## src/rtl/te_cfg_pkg.sv

```systemverilog
/*
 * Configuration register map of the trace encoder with field widths and
 * the values the registers take at reset.
 */
`default_nettype none

package te_cfg_pkg;

    typedef logic [1:0]  cfg_addr_t;
    typedef logic [31:0] cfg_data_t;
    typedef logic [15:0] resync_t;

    localparam cfg_addr_t CFG_CTRL   = 2'd0;
    localparam cfg_addr_t CFG_WIN_LO = 2'd1;
    localparam cfg_addr_t CFG_WIN_HI = 2'd2;
    localparam cfg_addr_t CFG_RESYNC = 2'd3;

    localparam int CTRL_EN_BIT = 0;

    localparam logic      ENABLE_RST     = 1'b0;
    localparam cfg_data_t WIN_LO_RST     = '0;
    localparam cfg_data_t WIN_HI_RST     = '1;
    localparam resync_t   RESYNC_MAX_RST = 16'd64;

endpackage

`default_nettype wire

```

## src/rtl/te_pkt_pkg.sv

```systemverilog
/*
 * Trace packet types shared by the encoder blocks: address and branch map
 * widths, packet format and subformat codes, and the qualification status.
 */
`default_nettype none

package te_pkt_pkg;

    localparam int XLEN     = 32;
    localparam int BMAP_LEN = 31;

    typedef logic [XLEN-1:0]     iaddr_t;
    typedef logic [5:0]          keep_bits_t;
    typedef logic [BMAP_LEN-1:0] bmap_t;
    typedef logic [4:0]          bcount_t;
    typedef logic [1:0]          priv_t;

    // code 0 is not a packet
    typedef enum logic [1:0] {
        F_DIFF = 2'd1,
        F_ADDR = 2'd2,
        F_SYNC = 2'd3
    } pkt_format_e;

    typedef enum logic [1:0] {
        SF_START = 2'd0,
        SF_TRAP  = 2'd1
    } sync_subformat_e;

    typedef enum logic [1:0] {
        QS_NO_CHANGE = 2'd0,
        QS_ENDED_NTR = 2'd1
    } qual_status_e;

endpackage

`default_nettype wire
```

## src/rtl/te_encoder_top.sv

```systemverilog
/*
 * Trace encoder top level. Takes one retired instruction per cycle and
 * emits packet descriptors two cycles later.
 */
`default_nettype none

module te_encoder_top (
    input  wire logic                    clk,
    input  wire logic                    rst_n_i,
    input  wire logic                    inst_valid_i,
    input  wire te_pkt_pkg::iaddr_t      iaddr_i,
    input  wire te_pkt_pkg::priv_t       priv_i,
    input  wire logic                    exception_i,
    input  wire logic                    branch_i,
    input  wire logic                    taken_i,
    input  wire logic                    updiscon_i,
    input  wire logic                    cfg_we_i,
    input  wire te_cfg_pkg::cfg_addr_t   cfg_addr_i,
    input  wire te_cfg_pkg::cfg_data_t   cfg_wdata_i,
    output te_cfg_pkg::cfg_data_t        cfg_rdata_o,
    output logic                         pkt_valid_o,
    output te_pkt_pkg::pkt_format_e      pkt_format_o,
    output te_pkt_pkg::sync_subformat_e  pkt_subformat_o,
    output logic                         pkt_thaddr_o,
    output te_pkt_pkg::iaddr_t           pkt_iaddr_o,
    output te_pkt_pkg::keep_bits_t       pkt_keep_bits_o,
    output te_pkt_pkg::bmap_t            pkt_bmap_o,
    output te_pkt_pkg::bcount_t          pkt_bcount_o,
    output te_pkt_pkg::qual_status_e     qual_status_o
);

    logic                enable;
    te_pkt_pkg::iaddr_t  win_lo, win_hi, tc_iaddr;
    te_cfg_pkg::resync_t resync_max;
    logic nc_qualified, nc_exception, lc_exception, lc_updiscon;
    logic tc_qualified, tc_first_qualified, tc_privchange, tc_branch, tc_taken;
    te_pkt_pkg::bmap_t   map;
    te_pkt_pkg::bcount_t count;
    logic map_empty, map_full, bmap_flush;
    logic resync_expired, resync_rst, resync_tick;

    te_cfg_regs i_te_cfg_regs (
        .clk, .rst_n_i, .cfg_we_i, .cfg_addr_i, .cfg_wdata_i, .cfg_rdata_o,
        .enable_o(enable), .win_lo_o(win_lo), .win_hi_o(win_hi), .resync_max_o(resync_max)
    );

    te_stage_regs i_te_stage_regs (
        .clk, .rst_n_i, .inst_valid_i, .iaddr_i, .priv_i, .exception_i, .branch_i,
        .taken_i, .updiscon_i, .enable_i(enable), .win_lo_i(win_lo), .win_hi_i(win_hi),
        .nc_qualified_o(nc_qualified), .nc_exception_o(nc_exception),
        .tc_qualified_o(tc_qualified), .tc_first_qualified_o(tc_first_qualified),
        .tc_privchange_o(tc_privchange), .tc_branch_o(tc_branch), .tc_taken_o(tc_taken),
        .tc_iaddr_o(tc_iaddr), .lc_exception_o(lc_exception), .lc_updiscon_o(lc_updiscon)
    );

    te_branch_map i_te_branch_map (
        .clk, .rst_n_i, .tc_qualified_i(tc_qualified), .tc_branch_i(tc_branch),
        .tc_taken_i(tc_taken), .flush_i(bmap_flush), .map_o(map), .count_o(count),
        .empty_o(map_empty), .full_o(map_full)
    );

    te_resync_cnt i_te_resync_cnt (
        .clk, .rst_n_i, .tick_i(resync_tick), .rst_cnt_i(resync_rst),
        .resync_max_i(resync_max), .expired_o(resync_expired)
    );

    te_priority i_te_priority (
        .clk, .rst_n_i, .nc_qualified_i(nc_qualified), .nc_exception_i(nc_exception),
        .tc_qualified_i(tc_qualified), .tc_first_qualified_i(tc_first_qualified),
        .tc_privchange_i(tc_privchange), .lc_exception_i(lc_exception),
        .lc_updiscon_i(lc_updiscon), .tc_iaddr_i(tc_iaddr), .map_i(map), .count_i(count),
        .empty_i(map_empty), .full_i(map_full), .resync_expired_i(resync_expired),
        .bmap_flush_o(bmap_flush), .resync_rst_o(resync_rst), .resync_tick_o(resync_tick),
        .pkt_valid_o, .pkt_format_o, .pkt_subformat_o, .pkt_thaddr_o, .pkt_iaddr_o,
        .pkt_keep_bits_o, .pkt_bmap_o, .pkt_bcount_o, .qual_status_o
    );

endmodule

`default_nettype wire

```

## src/rtl/te_priority.sv

```systemverilog
/*
 * Packet priority unit. Picks one packet format for the tc instruction from
 * the lc, tc and nc flags and registers the descriptor for the next cycle.
 */
`default_nettype none

module te_priority (
    input  wire logic                    clk,
    input  wire logic                    rst_n_i,
    input  wire logic                    nc_qualified_i,
    input  wire logic                    nc_exception_i,
    input  wire logic                    tc_qualified_i,
    input  wire logic                    tc_first_qualified_i,
    input  wire logic                    tc_privchange_i,
    input  wire logic                    lc_exception_i,
    input  wire logic                    lc_updiscon_i,
    input  wire te_pkt_pkg::iaddr_t      tc_iaddr_i,
    input  wire te_pkt_pkg::bmap_t       map_i,
    input  wire te_pkt_pkg::bcount_t     count_i,
    input  wire logic                    empty_i,
    input  wire logic                    full_i,
    input  wire logic                    resync_expired_i,
    output logic                         bmap_flush_o,
    output logic                         resync_rst_o,
    output logic                         resync_tick_o,
    output logic                         pkt_valid_o,
    output te_pkt_pkg::pkt_format_e      pkt_format_o,
    output te_pkt_pkg::sync_subformat_e  pkt_subformat_o,
    output logic                         pkt_thaddr_o,
    output te_pkt_pkg::iaddr_t           pkt_iaddr_o,
    output te_pkt_pkg::keep_bits_t       pkt_keep_bits_o,
    output te_pkt_pkg::bmap_t            pkt_bmap_o,
    output te_pkt_pkg::bcount_t          pkt_bcount_o,
    output te_pkt_pkg::qual_status_e     qual_status_o
);

    logic                        emit;
    logic                        thaddr;
    te_pkt_pkg::pkt_format_e     fmt;
    te_pkt_pkg::pkt_format_e     diff_or_addr;
    te_pkt_pkg::sync_subformat_e subfmt;
    te_pkt_pkg::qual_status_e    qstat;
    te_pkt_pkg::keep_bits_t      sign_keep;
    te_pkt_pkg::keep_bits_t      keep_bits;

    assign diff_or_addr = empty_i ? te_pkt_pkg::F_ADDR : te_pkt_pkg::F_DIFF;

    always_comb begin
        emit   = 1'b0;
        fmt    = te_pkt_pkg::F_SYNC;
        subfmt = te_pkt_pkg::SF_START;
        thaddr = 1'b0;
        qstat  = te_pkt_pkg::QS_NO_CHANGE;
        if (tc_qualified_i) begin
            emit = 1'b1;
            if (lc_exception_i) begin
                // tc is the trap handler
                subfmt = te_pkt_pkg::SF_TRAP;
                thaddr = 1'b1;
            end else if (tc_first_qualified_i || tc_privchange_i || resync_expired_i) begin
                subfmt = te_pkt_pkg::SF_START;
            end else if (lc_updiscon_i) begin
                fmt = diff_or_addr;
            end else if (full_i) begin
                fmt = te_pkt_pkg::F_DIFF;
            end else if (!nc_qualified_i || nc_exception_i) begin
                fmt = diff_or_addr;
                if (!nc_qualified_i) begin
                    qstat = te_pkt_pkg::QS_ENDED_NTR;
                end
            end else begin
                emit = 1'b0;
            end
        end
    end

    // fewest low bits whose sign extension restores the address
    always_comb begin
        sign_keep = te_pkt_pkg::keep_bits_t'(1);
        for (int i = 0; i < te_pkt_pkg::XLEN - 1; i++) begin
            if (tc_iaddr_i[i] != tc_iaddr_i[te_pkt_pkg::XLEN-1]) begin
                sign_keep = te_pkt_pkg::keep_bits_t'(i + 2);
            end
        end
    end

    assign keep_bits = (fmt == te_pkt_pkg::F_SYNC) ?
                       te_pkt_pkg::keep_bits_t'(te_pkt_pkg::XLEN) : sign_keep;

    assign bmap_flush_o  = emit;
    assign resync_rst_o  = emit && (fmt == te_pkt_pkg::F_SYNC);
    assign resync_tick_o = tc_qualified_i && !emit;

    always_ff @(posedge clk or negedge rst_n_i) begin
        if (!rst_n_i) begin
            pkt_valid_o     <= 1'b0;
            pkt_format_o    <= te_pkt_pkg::pkt_format_e'(2'd0);
            pkt_subformat_o <= te_pkt_pkg::SF_START;
            pkt_thaddr_o    <= 1'b0;
            qual_status_o   <= te_pkt_pkg::QS_NO_CHANGE;
        end else begin
            pkt_valid_o <= emit;
            if (emit) begin
                pkt_format_o    <= fmt;
                pkt_subformat_o <= subfmt;
                pkt_thaddr_o    <= thaddr;
                qual_status_o   <= qstat;
            end
        end
    end

    always_ff @(posedge clk) begin
        if (emit) begin
            pkt_iaddr_o     <= tc_iaddr_i;
            pkt_keep_bits_o <= keep_bits;
            pkt_bmap_o      <= map_i;
            pkt_bcount_o    <= count_i;
        end
    end

    a_valid_format: assert property (@(posedge clk) disable iff (!rst_n_i)
        pkt_valid_o |-> pkt_format_o != te_pkt_pkg::pkt_format_e'(2'd0));

    a_flush_tick: assert property (@(posedge clk) disable iff (!rst_n_i)
        !(bmap_flush_o && resync_tick_o));

endmodule

`default_nettype wire

```

## src/rtl/te_resync_cnt.sv

```systemverilog
/*
 * Saturating count of qualified instructions that produced no packet since
 * the last sync packet. Expiry is flagged once it passes the limit.
 */
`default_nettype none

module te_resync_cnt (
    input  wire logic                clk,
    input  wire logic                rst_n_i,
    input  wire logic                tick_i,
    input  wire logic                rst_cnt_i,
    input  wire te_cfg_pkg::resync_t resync_max_i,
    output logic                     expired_o
);

    te_cfg_pkg::resync_t cnt_q;

    always_ff @(posedge clk or negedge rst_n_i) begin
        if (!rst_n_i) begin
            cnt_q <= '0;
        end else if (rst_cnt_i) begin
            cnt_q <= '0;
        end else if (tick_i && (cnt_q != '1)) begin
            cnt_q <= cnt_q + 1'b1;
        end
    end

    assign expired_o = (cnt_q > resync_max_i);

endmodule

`default_nettype wire

```

## src/rtl/te_branch_map.sv

```systemverilog
/*
 * Branch outcome map. Qualified tc branches append their taken bit and
 * the outputs already include the tc outcome. A flush empties the map.
 */
`default_nettype none

module te_branch_map (
    input  wire logic           clk,
    input  wire logic           rst_n_i,
    input  wire logic           tc_qualified_i,
    input  wire logic           tc_branch_i,
    input  wire logic           tc_taken_i,
    input  wire logic           flush_i,
    output te_pkt_pkg::bmap_t   map_o,
    output te_pkt_pkg::bcount_t count_o,
    output logic                empty_o,
    output logic                full_o
);

    logic                tc_br;
    te_pkt_pkg::bmap_t   map_q;
    te_pkt_pkg::bcount_t count_q;

    assign tc_br = tc_qualified_i && tc_branch_i;

    assign map_o   = tc_br ? map_q | (te_pkt_pkg::bmap_t'(tc_taken_i) << count_q) : map_q;
    assign count_o = count_q + te_pkt_pkg::bcount_t'(tc_br);
    assign empty_o = (count_o == '0);
    assign full_o  = (count_o == te_pkt_pkg::bcount_t'(te_pkt_pkg::BMAP_LEN));

    always_ff @(posedge clk or negedge rst_n_i) begin
        if (!rst_n_i) begin
            map_q   <= '0;
            count_q <= '0;
        end else if (flush_i) begin
            map_q   <= '0;
            count_q <= '0;
        end else begin
            map_q   <= map_o;
            count_q <= count_o;
        end
    end

    // a full map is always flushed in the cycle it fills
    a_count_bound: assert property (@(posedge clk) disable iff (!rst_n_i)
        count_q < te_pkt_pkg::bcount_t'(te_pkt_pkg::BMAP_LEN));

endmodule

`default_nettype wire

```

## src/rtl/te_stage_regs.sv

```systemverilog
/*
 * Qualifies each retired instruction against the address window and moves
 * it through the next, this and last cycle stages, one step per clock.
 */
`default_nettype none

module te_stage_regs (
    input  wire logic               clk,
    input  wire logic               rst_n_i,
    input  wire logic               inst_valid_i,
    input  wire te_pkt_pkg::iaddr_t iaddr_i,
    input  wire te_pkt_pkg::priv_t  priv_i,
    input  wire logic               exception_i,
    input  wire logic               branch_i,
    input  wire logic               taken_i,
    input  wire logic               updiscon_i,
    input  wire logic               enable_i,
    input  wire te_pkt_pkg::iaddr_t win_lo_i,
    input  wire te_pkt_pkg::iaddr_t win_hi_i,
    output logic                    nc_qualified_o,
    output logic                    nc_exception_o,
    output logic                    tc_qualified_o,
    output logic                    tc_first_qualified_o,
    output logic                    tc_privchange_o,
    output logic                    tc_branch_o,
    output logic                    tc_taken_o,
    output te_pkt_pkg::iaddr_t      tc_iaddr_o,
    output logic                    lc_exception_o,
    output logic                    lc_updiscon_o
);

    logic              in_qual;
    logic              in_privchange;
    te_pkt_pkg::priv_t last_priv_q;

    logic nc_qual_q, nc_exc_q, nc_pchg_q, nc_upd_q, nc_br_q, nc_tk_q;
    logic tc_qual_q, tc_exc_q, tc_pchg_q, tc_upd_q, tc_br_q, tc_tk_q;
    logic lc_qual_q, lc_exc_q, lc_upd_q;
    te_pkt_pkg::iaddr_t nc_addr_q;
    te_pkt_pkg::iaddr_t tc_addr_q;

    assign in_qual = inst_valid_i && enable_i && (iaddr_i >= win_lo_i) && (iaddr_i <= win_hi_i);
    assign in_privchange = in_qual && (priv_i != last_priv_q);

    // flags only recorded for qualified instructions
    always_ff @(posedge clk or negedge rst_n_i) begin
        if (!rst_n_i) begin
            last_priv_q <= '0;
            {nc_qual_q, nc_exc_q, nc_pchg_q, nc_upd_q, nc_br_q, nc_tk_q} <= '0;
            {tc_qual_q, tc_exc_q, tc_pchg_q, tc_upd_q, tc_br_q, tc_tk_q} <= '0;
            {lc_qual_q, lc_exc_q, lc_upd_q} <= '0;
        end else begin
            if (in_qual) begin
                last_priv_q <= priv_i;
            end
            nc_qual_q <= in_qual;
            nc_exc_q  <= in_qual && exception_i;
            nc_pchg_q <= in_privchange;
            nc_upd_q  <= in_qual && updiscon_i;
            nc_br_q   <= in_qual && branch_i;
            nc_tk_q   <= in_qual && branch_i && taken_i;
            {tc_qual_q, tc_exc_q, tc_pchg_q} <= {nc_qual_q, nc_exc_q, nc_pchg_q};
            {tc_upd_q, tc_br_q, tc_tk_q}     <= {nc_upd_q, nc_br_q, nc_tk_q};
            {lc_qual_q, lc_exc_q, lc_upd_q}  <= {tc_qual_q, tc_exc_q, tc_upd_q};
        end
    end

    always_ff @(posedge clk) begin
        nc_addr_q <= iaddr_i;
        tc_addr_q <= nc_addr_q;
    end

    assign nc_qualified_o       = nc_qual_q;
    assign nc_exception_o       = nc_exc_q;
    assign tc_qualified_o       = tc_qual_q;
    assign tc_first_qualified_o = tc_qual_q && !lc_qual_q;
    assign tc_privchange_o      = tc_pchg_q;
    assign tc_branch_o          = tc_br_q;
    assign tc_taken_o           = tc_tk_q;
    assign tc_iaddr_o           = tc_addr_q;
    assign lc_exception_o       = lc_exc_q;
    assign lc_updiscon_o        = lc_upd_q;

    // the instruction before a first qualified one was not qualified in tc
    a_first_qualified: assert property (@(posedge clk) disable iff (!rst_n_i)
        tc_first_qualified_o |-> tc_qualified_o && !$past(tc_qualified_o));

endmodule

`default_nettype wire

```

## src/rtl/te_cfg_regs.sv

```systemverilog
/*
 * Encoder configuration registers. Writes land on the strobe edge and
 * read data follows the address combinationally.
 */
`default_nettype none

module te_cfg_regs (
    input  wire logic                  clk,
    input  wire logic                  rst_n_i,
    input  wire logic                  cfg_we_i,
    input  wire te_cfg_pkg::cfg_addr_t cfg_addr_i,
    input  wire te_cfg_pkg::cfg_data_t cfg_wdata_i,
    output te_cfg_pkg::cfg_data_t      cfg_rdata_o,
    output logic                       enable_o,
    output te_pkt_pkg::iaddr_t         win_lo_o,
    output te_pkt_pkg::iaddr_t         win_hi_o,
    output te_cfg_pkg::resync_t        resync_max_o
);

    logic                enable_q;
    te_pkt_pkg::iaddr_t  win_lo_q;
    te_pkt_pkg::iaddr_t  win_hi_q;
    te_cfg_pkg::resync_t resync_max_q;

    always_ff @(posedge clk or negedge rst_n_i) begin
        if (!rst_n_i) begin
            enable_q     <= te_cfg_pkg::ENABLE_RST;
            win_lo_q     <= te_pkt_pkg::iaddr_t'(te_cfg_pkg::WIN_LO_RST);
            win_hi_q     <= te_pkt_pkg::iaddr_t'(te_cfg_pkg::WIN_HI_RST);
            resync_max_q <= te_cfg_pkg::RESYNC_MAX_RST;
        end else if (cfg_we_i) begin
            case (cfg_addr_i)
                te_cfg_pkg::CFG_CTRL:   enable_q <= cfg_wdata_i[te_cfg_pkg::CTRL_EN_BIT];
                te_cfg_pkg::CFG_WIN_LO: win_lo_q <= te_pkt_pkg::iaddr_t'(cfg_wdata_i);
                te_cfg_pkg::CFG_WIN_HI: win_hi_q <= te_pkt_pkg::iaddr_t'(cfg_wdata_i);
                te_cfg_pkg::CFG_RESYNC: resync_max_q <= cfg_wdata_i[15:0];
            endcase
        end
    end

    // unused bits read as zero
    always_comb begin
        case (cfg_addr_i)
            te_cfg_pkg::CFG_CTRL:   cfg_rdata_o = te_cfg_pkg::cfg_data_t'(enable_q);
            te_cfg_pkg::CFG_WIN_LO: cfg_rdata_o = te_cfg_pkg::cfg_data_t'(win_lo_q);
            te_cfg_pkg::CFG_WIN_HI: cfg_rdata_o = te_cfg_pkg::cfg_data_t'(win_hi_q);
            te_cfg_pkg::CFG_RESYNC: cfg_rdata_o = te_cfg_pkg::cfg_data_t'(resync_max_q);
        endcase
    end

    assign enable_o     = enable_q;
    assign win_lo_o     = win_lo_q;
    assign win_hi_o     = win_hi_q;
    assign resync_max_o = resync_max_q;

endmodule

`default_nettype wire

```

## config.mk

```make
export PLATFORM = sky130hd
export DESIGN_NAME = te_encoder_top
export DESIGN_NICKNAME = d
export VERILOG_FILES = /design/src/rtl/te_cfg_pkg.sv /design/src/rtl/te_pkt_pkg.sv /design/src/rtl/te_encoder_top.sv /design/src/rtl/te_priority.sv /design/src/rtl/te_resync_cnt.sv /design/src/rtl/te_branch_map.sv /design/src/rtl/te_stage_regs.sv /design/src/rtl/te_cfg_regs.sv
export SDC_FILE = /design/constraint.sdc
export NUM_CORES = 1
export LEC_CHECK = 0
export BUFFER_PORTS_ARGS = -buffer_cell sky130_fd_sc_hd__buf_2
export CORE_ASPECT_RATIO = 0.7
export CORE_MARGIN = 2
export CORE_UTILIZATION = 44
export DETAILED_ROUTE_END_ITERATION = 10
export GPL_ROUTABILITY_DRIVEN = 0
export PLACE_DENSITY_LB_ADDON = 0.2
export SLEW_MARGIN = 20
export SYNTH_ARGS = -nofsm -noshare
export SYNTH_HDL_FRONTEND = slang
export SYNTH_SLANG_ARGS = --single-unit
```

## constraint.sdc

```tcl
create_clock -name clk -period 7 [get_ports clk]
set_input_delay 1.75 -clock clk [delete_from_list [all_inputs] [get_ports clk]]
set_output_delay 1.75 -clock clk [all_outputs]
set_load 0.02 [all_outputs]
```

==> metrics.md <==
| Metric | Value |
|---|---|
| Status | finished, final reports clean |
| Post-CTS setup buffer count | 0 |
| Max_cap viols | 0 |
| RSZ-0062 raised after global routing | no |
| Fin crit share | 0.743 |
| H-tree levels | 1 |
| # resized after CTS | 0 |
| Synth top area cells | dfrtp_1 23%, edfxtp_1 17%, dfxtp_1 9.8%, ha_1 8.0%, mux2_2 7.3% |
| First-pass GRT wire length | 49.0 mm |
| Maximum root-to-sink buffer count | 3 |
| Adder-Cell Fraction of Synth Area | 0.0796 |
| Starting Density | 0.449 |
| Minimum clock period | 5.20 ns |
| CP Launch Type | primary input |
| Cell Chain, Critical Path | buf_2, nor2b_2, buf_4, a22o_1, buf_2 |
| Cell area after synthesis | 13,000 um^2 |
| Synthesized instance count | 1,096 |
| XOR/XNOR share of the synthesized area | 0.0121 |
| Clock Pin Slew Worst Setup and Hold Paths | 0.06 ns |
| DRT Pass-1 Iters | 5 |
| Mux share of post-synthesis cell area | 0.0743 |
| Layout Nets | 1,442 |
| Mean number of vias per cell | 5.26 |
| WS Path Type | primary input to output pin |
| Critical path endpoint category | output pin |
| Sequential share of the synthesized area | 0.569 |
| Layout Area Growth over Synthesis | 17.8% |
| Post-DRT Antenna Nets | 0 |
| Max Slew Vio Count | 0 |
| FFs w/ async S/R, synth | 0.529 |
| Simple-gate portion of the synthesized area | 0.111 |
| HP Class | register to register |
| CP max FO | 20 |
| Leak | 7.34 nW |
| Worst Max-Slew Pin Slew | 0.985 ns |
| Fmax | 192 MHz |
| Die W | 210 um |
| Synth Warn # | 0 |
| Main combinational cell family by area after synthesis | compound AO/OA/AOI/OAI gates |
| Fin. Hold Viols | 0 |
| Hold_buf cts | 0 |
| Setup TNS Final | 0 ns |
| Compound-Gate Fraction of Synth Area | 0.114 |
| Highest-count cells in the layout ignoring fill and taps | 186 x buf_2, 122 x dfrtp_1, 94 x inv_1 |
| Wire per inst | 18.7 um |
| DP Area | 14,400 um^2 |
| Main synth FF type | dfrtp_1 |
| Post-DP HPWL | 23.2 mm |
| Commonest non-fill, non-tap cell in the layout | buf_2 |
| Critical Path Max Stage Delay | 0.70 ns |
| DRC viols | 0 |
| Peak supply drop | 173 uV |
| Clk sinks | 293 |
| CTS tree | yes |
| Vias in the first global route | 8,499 |
| Cell taking the most area after synthesis | dfrtp_1 |
| Vias | 8,868 |
| Post-Route Skew | 0.0204 ns |
| Synth cell types | 64 |
| Largest net degree at the start of global routing | 76 |
| Critical Path RT | 5.25 ns |
| PortBufs | 187 |
| Die Y | 148 um |
| All-Layer GR Usage | 0.203 |
| Routed WL | 31.6 mm |
| Share of the synthesized area in the top cell type | 0.234 |
| Arrival time at the worst endpoint | 3.45 ns |
| Cell row count | 52 |
| Synth Register Bits | 293 |
| Slew margin rel. | 0.341 |
| Root buf cell | clkbuf_16 |
| Antenna violations before repair | 2 |
| Power Dens Cells | 282 nW/um^2 |
| Clk_lat worst skew | 0.57 ns |
| CTS Buf Count | 29 |
| Average size of a mapped cell | 11.9 um^2 |
| Core footprint | 29,000 um^2 |
| Die area | 31,100 um^2 |
| Critical Path Most Common Cell | buf_2 |
| Post-synth EDFFs | 74 |
| Final Cell Area | 15,400 um^2 |
| Setup violations, final | 0 |
| Share of layout cells above drive strength 1 | 0.290 |
| First DRT Iteration DRCs | 512 |
| CP max-delay cell | nor2b_2 |
| Grt ovf | 0 |
| IO Pins | 190 |
-- per-layer routing --
| metal | global-route usage | wire length (um) | vias to the layer above |
|---|---|---|---|
| met5 | 0 | 0 | - |
| met4 | 0.0504 | 666 | 0 |
| met3 | 0.0359 | 1550 | 47 |
| met2 | 0.284 | 13000 | 202 |
| met1 | 0.322 | 16300 | 4322 |
| li1 | - | - | 4297 |
-- sequential cells by signal (all words and copies together) (netlist names), 2 cells and up --
register / cells
i_te_cfg_regs.win_hi_o: 32
i_te_branch_map.map_q: 31
i_te_priority.pkt_format_o: 2
i_te_stage_regs.tc_iaddr_o: 32
i_te_branch_map.count_q: 5
i_te_resync_cnt.cnt_q: 16
i_te_cfg_regs.win_lo_o: 32
i_te_cfg_regs.resync_max_o: 16
i_te_priority.pkt_iaddr_o: 32
i_te_stage_regs.last_priv_q: 2
i_te_stage_regs.nc_addr_q: 32
i_te_priority.pkt_bmap_o: 31
i_te_priority.pkt_bcount_o: 5
i_te_priority.pkt_keep_bits_o: 6
-- final cells by class --
type | count | area, um^2
antenna | 2 | 5.00
clock buffer | 37 | 828
clock inverter | 17 | 174
fill | 2625 | 13600
inverter | 94 | 353
multi-input combinational | 671 | 5120
sequential | 293 | 7420
tap | 378 | 473
timing repair buffer | 194 | 995
-- worst paths after layout --
check,from,end,slack (ns),depth (start not counted)
min in group asynchronous,rst_n_i,i_te_cfg_regs.win_lo_o[25],1.22,1
worst min-delay path,i_te_stage_regs.nc_addr_q[2],i_te_stage_regs.tc_iaddr_o[2],0.32,0
worst max register to register,i_te_cfg_regs.resync_max_o[9],i_te_priority.pkt_iaddr_o[10],3.40,10
worst min register to register,i_te_stage_regs.nc_addr_q[2],i_te_stage_regs.tc_iaddr_o[2],0.32,0
max in group asynchronous,rst_n_i,i_te_priority.pkt_valid_o,4.64,2
worst max-delay path,cfg_addr_i[0],cfg_rdata_o[9],1.80,5
-- metrics by stage --
stage	power (mW)	hold slack, ns	worst slack, ns	utilization	instances
floorplan	2.50	0.310	2.25	-	1097
global placement	2.74	0.311	1.86	0.495	1630
detailed placement	2.75	0.312	1.82	0.495	1630
CTS	4.38	0.327	1.82	0.529	1684
global route	4.54	0.333	1.69	0.530	1686
finish	4.34	0.323	1.80	0.530	1686
-- cell usage after synthesis (3+ instances only) --
| cell type | instances |
|---|---|
| dfstp_2 | 33 |
| a31oi_1 | 3 |
| clkbuf_1 | 17 |
| nor2b_1 | 51 |
| buf_4 | 3 |
| o221ai_1 | 3 |
| nand3_1 | 19 |
| a22o_1 | 31 |
| nor4_1 | 7 |
| dfxtp_1 | 64 |
| buf_1 | 10 |
| nand4_1 | 16 |
| or3_1 | 11 |
| nor3b_1 | 7 |
| inv_1 | 94 |
| o31ai_1 | 3 |
| o31a_1 | 4 |
| a21oi_1 | 39 |
| buf_2 | 9 |
| o22ai_1 | 4 |
| and2_1 | 6 |
| dfrtp_1 | 122 |
| o32a_1 | 3 |
| edfxtp_1 | 74 |
| mux2_2 | 84 |
| a21boi_0 | 4 |
| ha_1 | 83 |
| nor2_1 | 51 |
| nand2_1 | 58 |
| o211ai_1 | 3 |
| a21o_1 | 50 |
| o21a_1 | 9 |
| xnor2_1 | 15 |
| and3_1 | 11 |
| nor3_1 | 18 |
| nand2b_1 | 6 |
| o21ai_0 | 32 |
| xor2_1 | 3 |
-- where the power goes --
part / switching, mW / internal (mW)
logic: 0.379 / 0.292
registers: 0.118 / 1.93
clock network: 0.691 / 0.924
-- worst max-delay path: cells and delay by family --
| family | cells | cell delay (ns) |
|---|---|---|
| simple gates | 1 | 0.70 |
| buf+inv | 3 | 0.81 |
| compound gates | 1 | 0.17 |
-- kinds of logic after synthesis --
kind of cell | count (synthesis)
flip-flops | 293
AND/OR/NAND/NOR | 274
AO/OA/AOI/OAI | 209
buffers and inverters | 133
multiplexers | 85
adder cells (fa/ha/maj) | 83
XOR/XNOR | 18
other | 1
(Power assumes the default switching activity.)
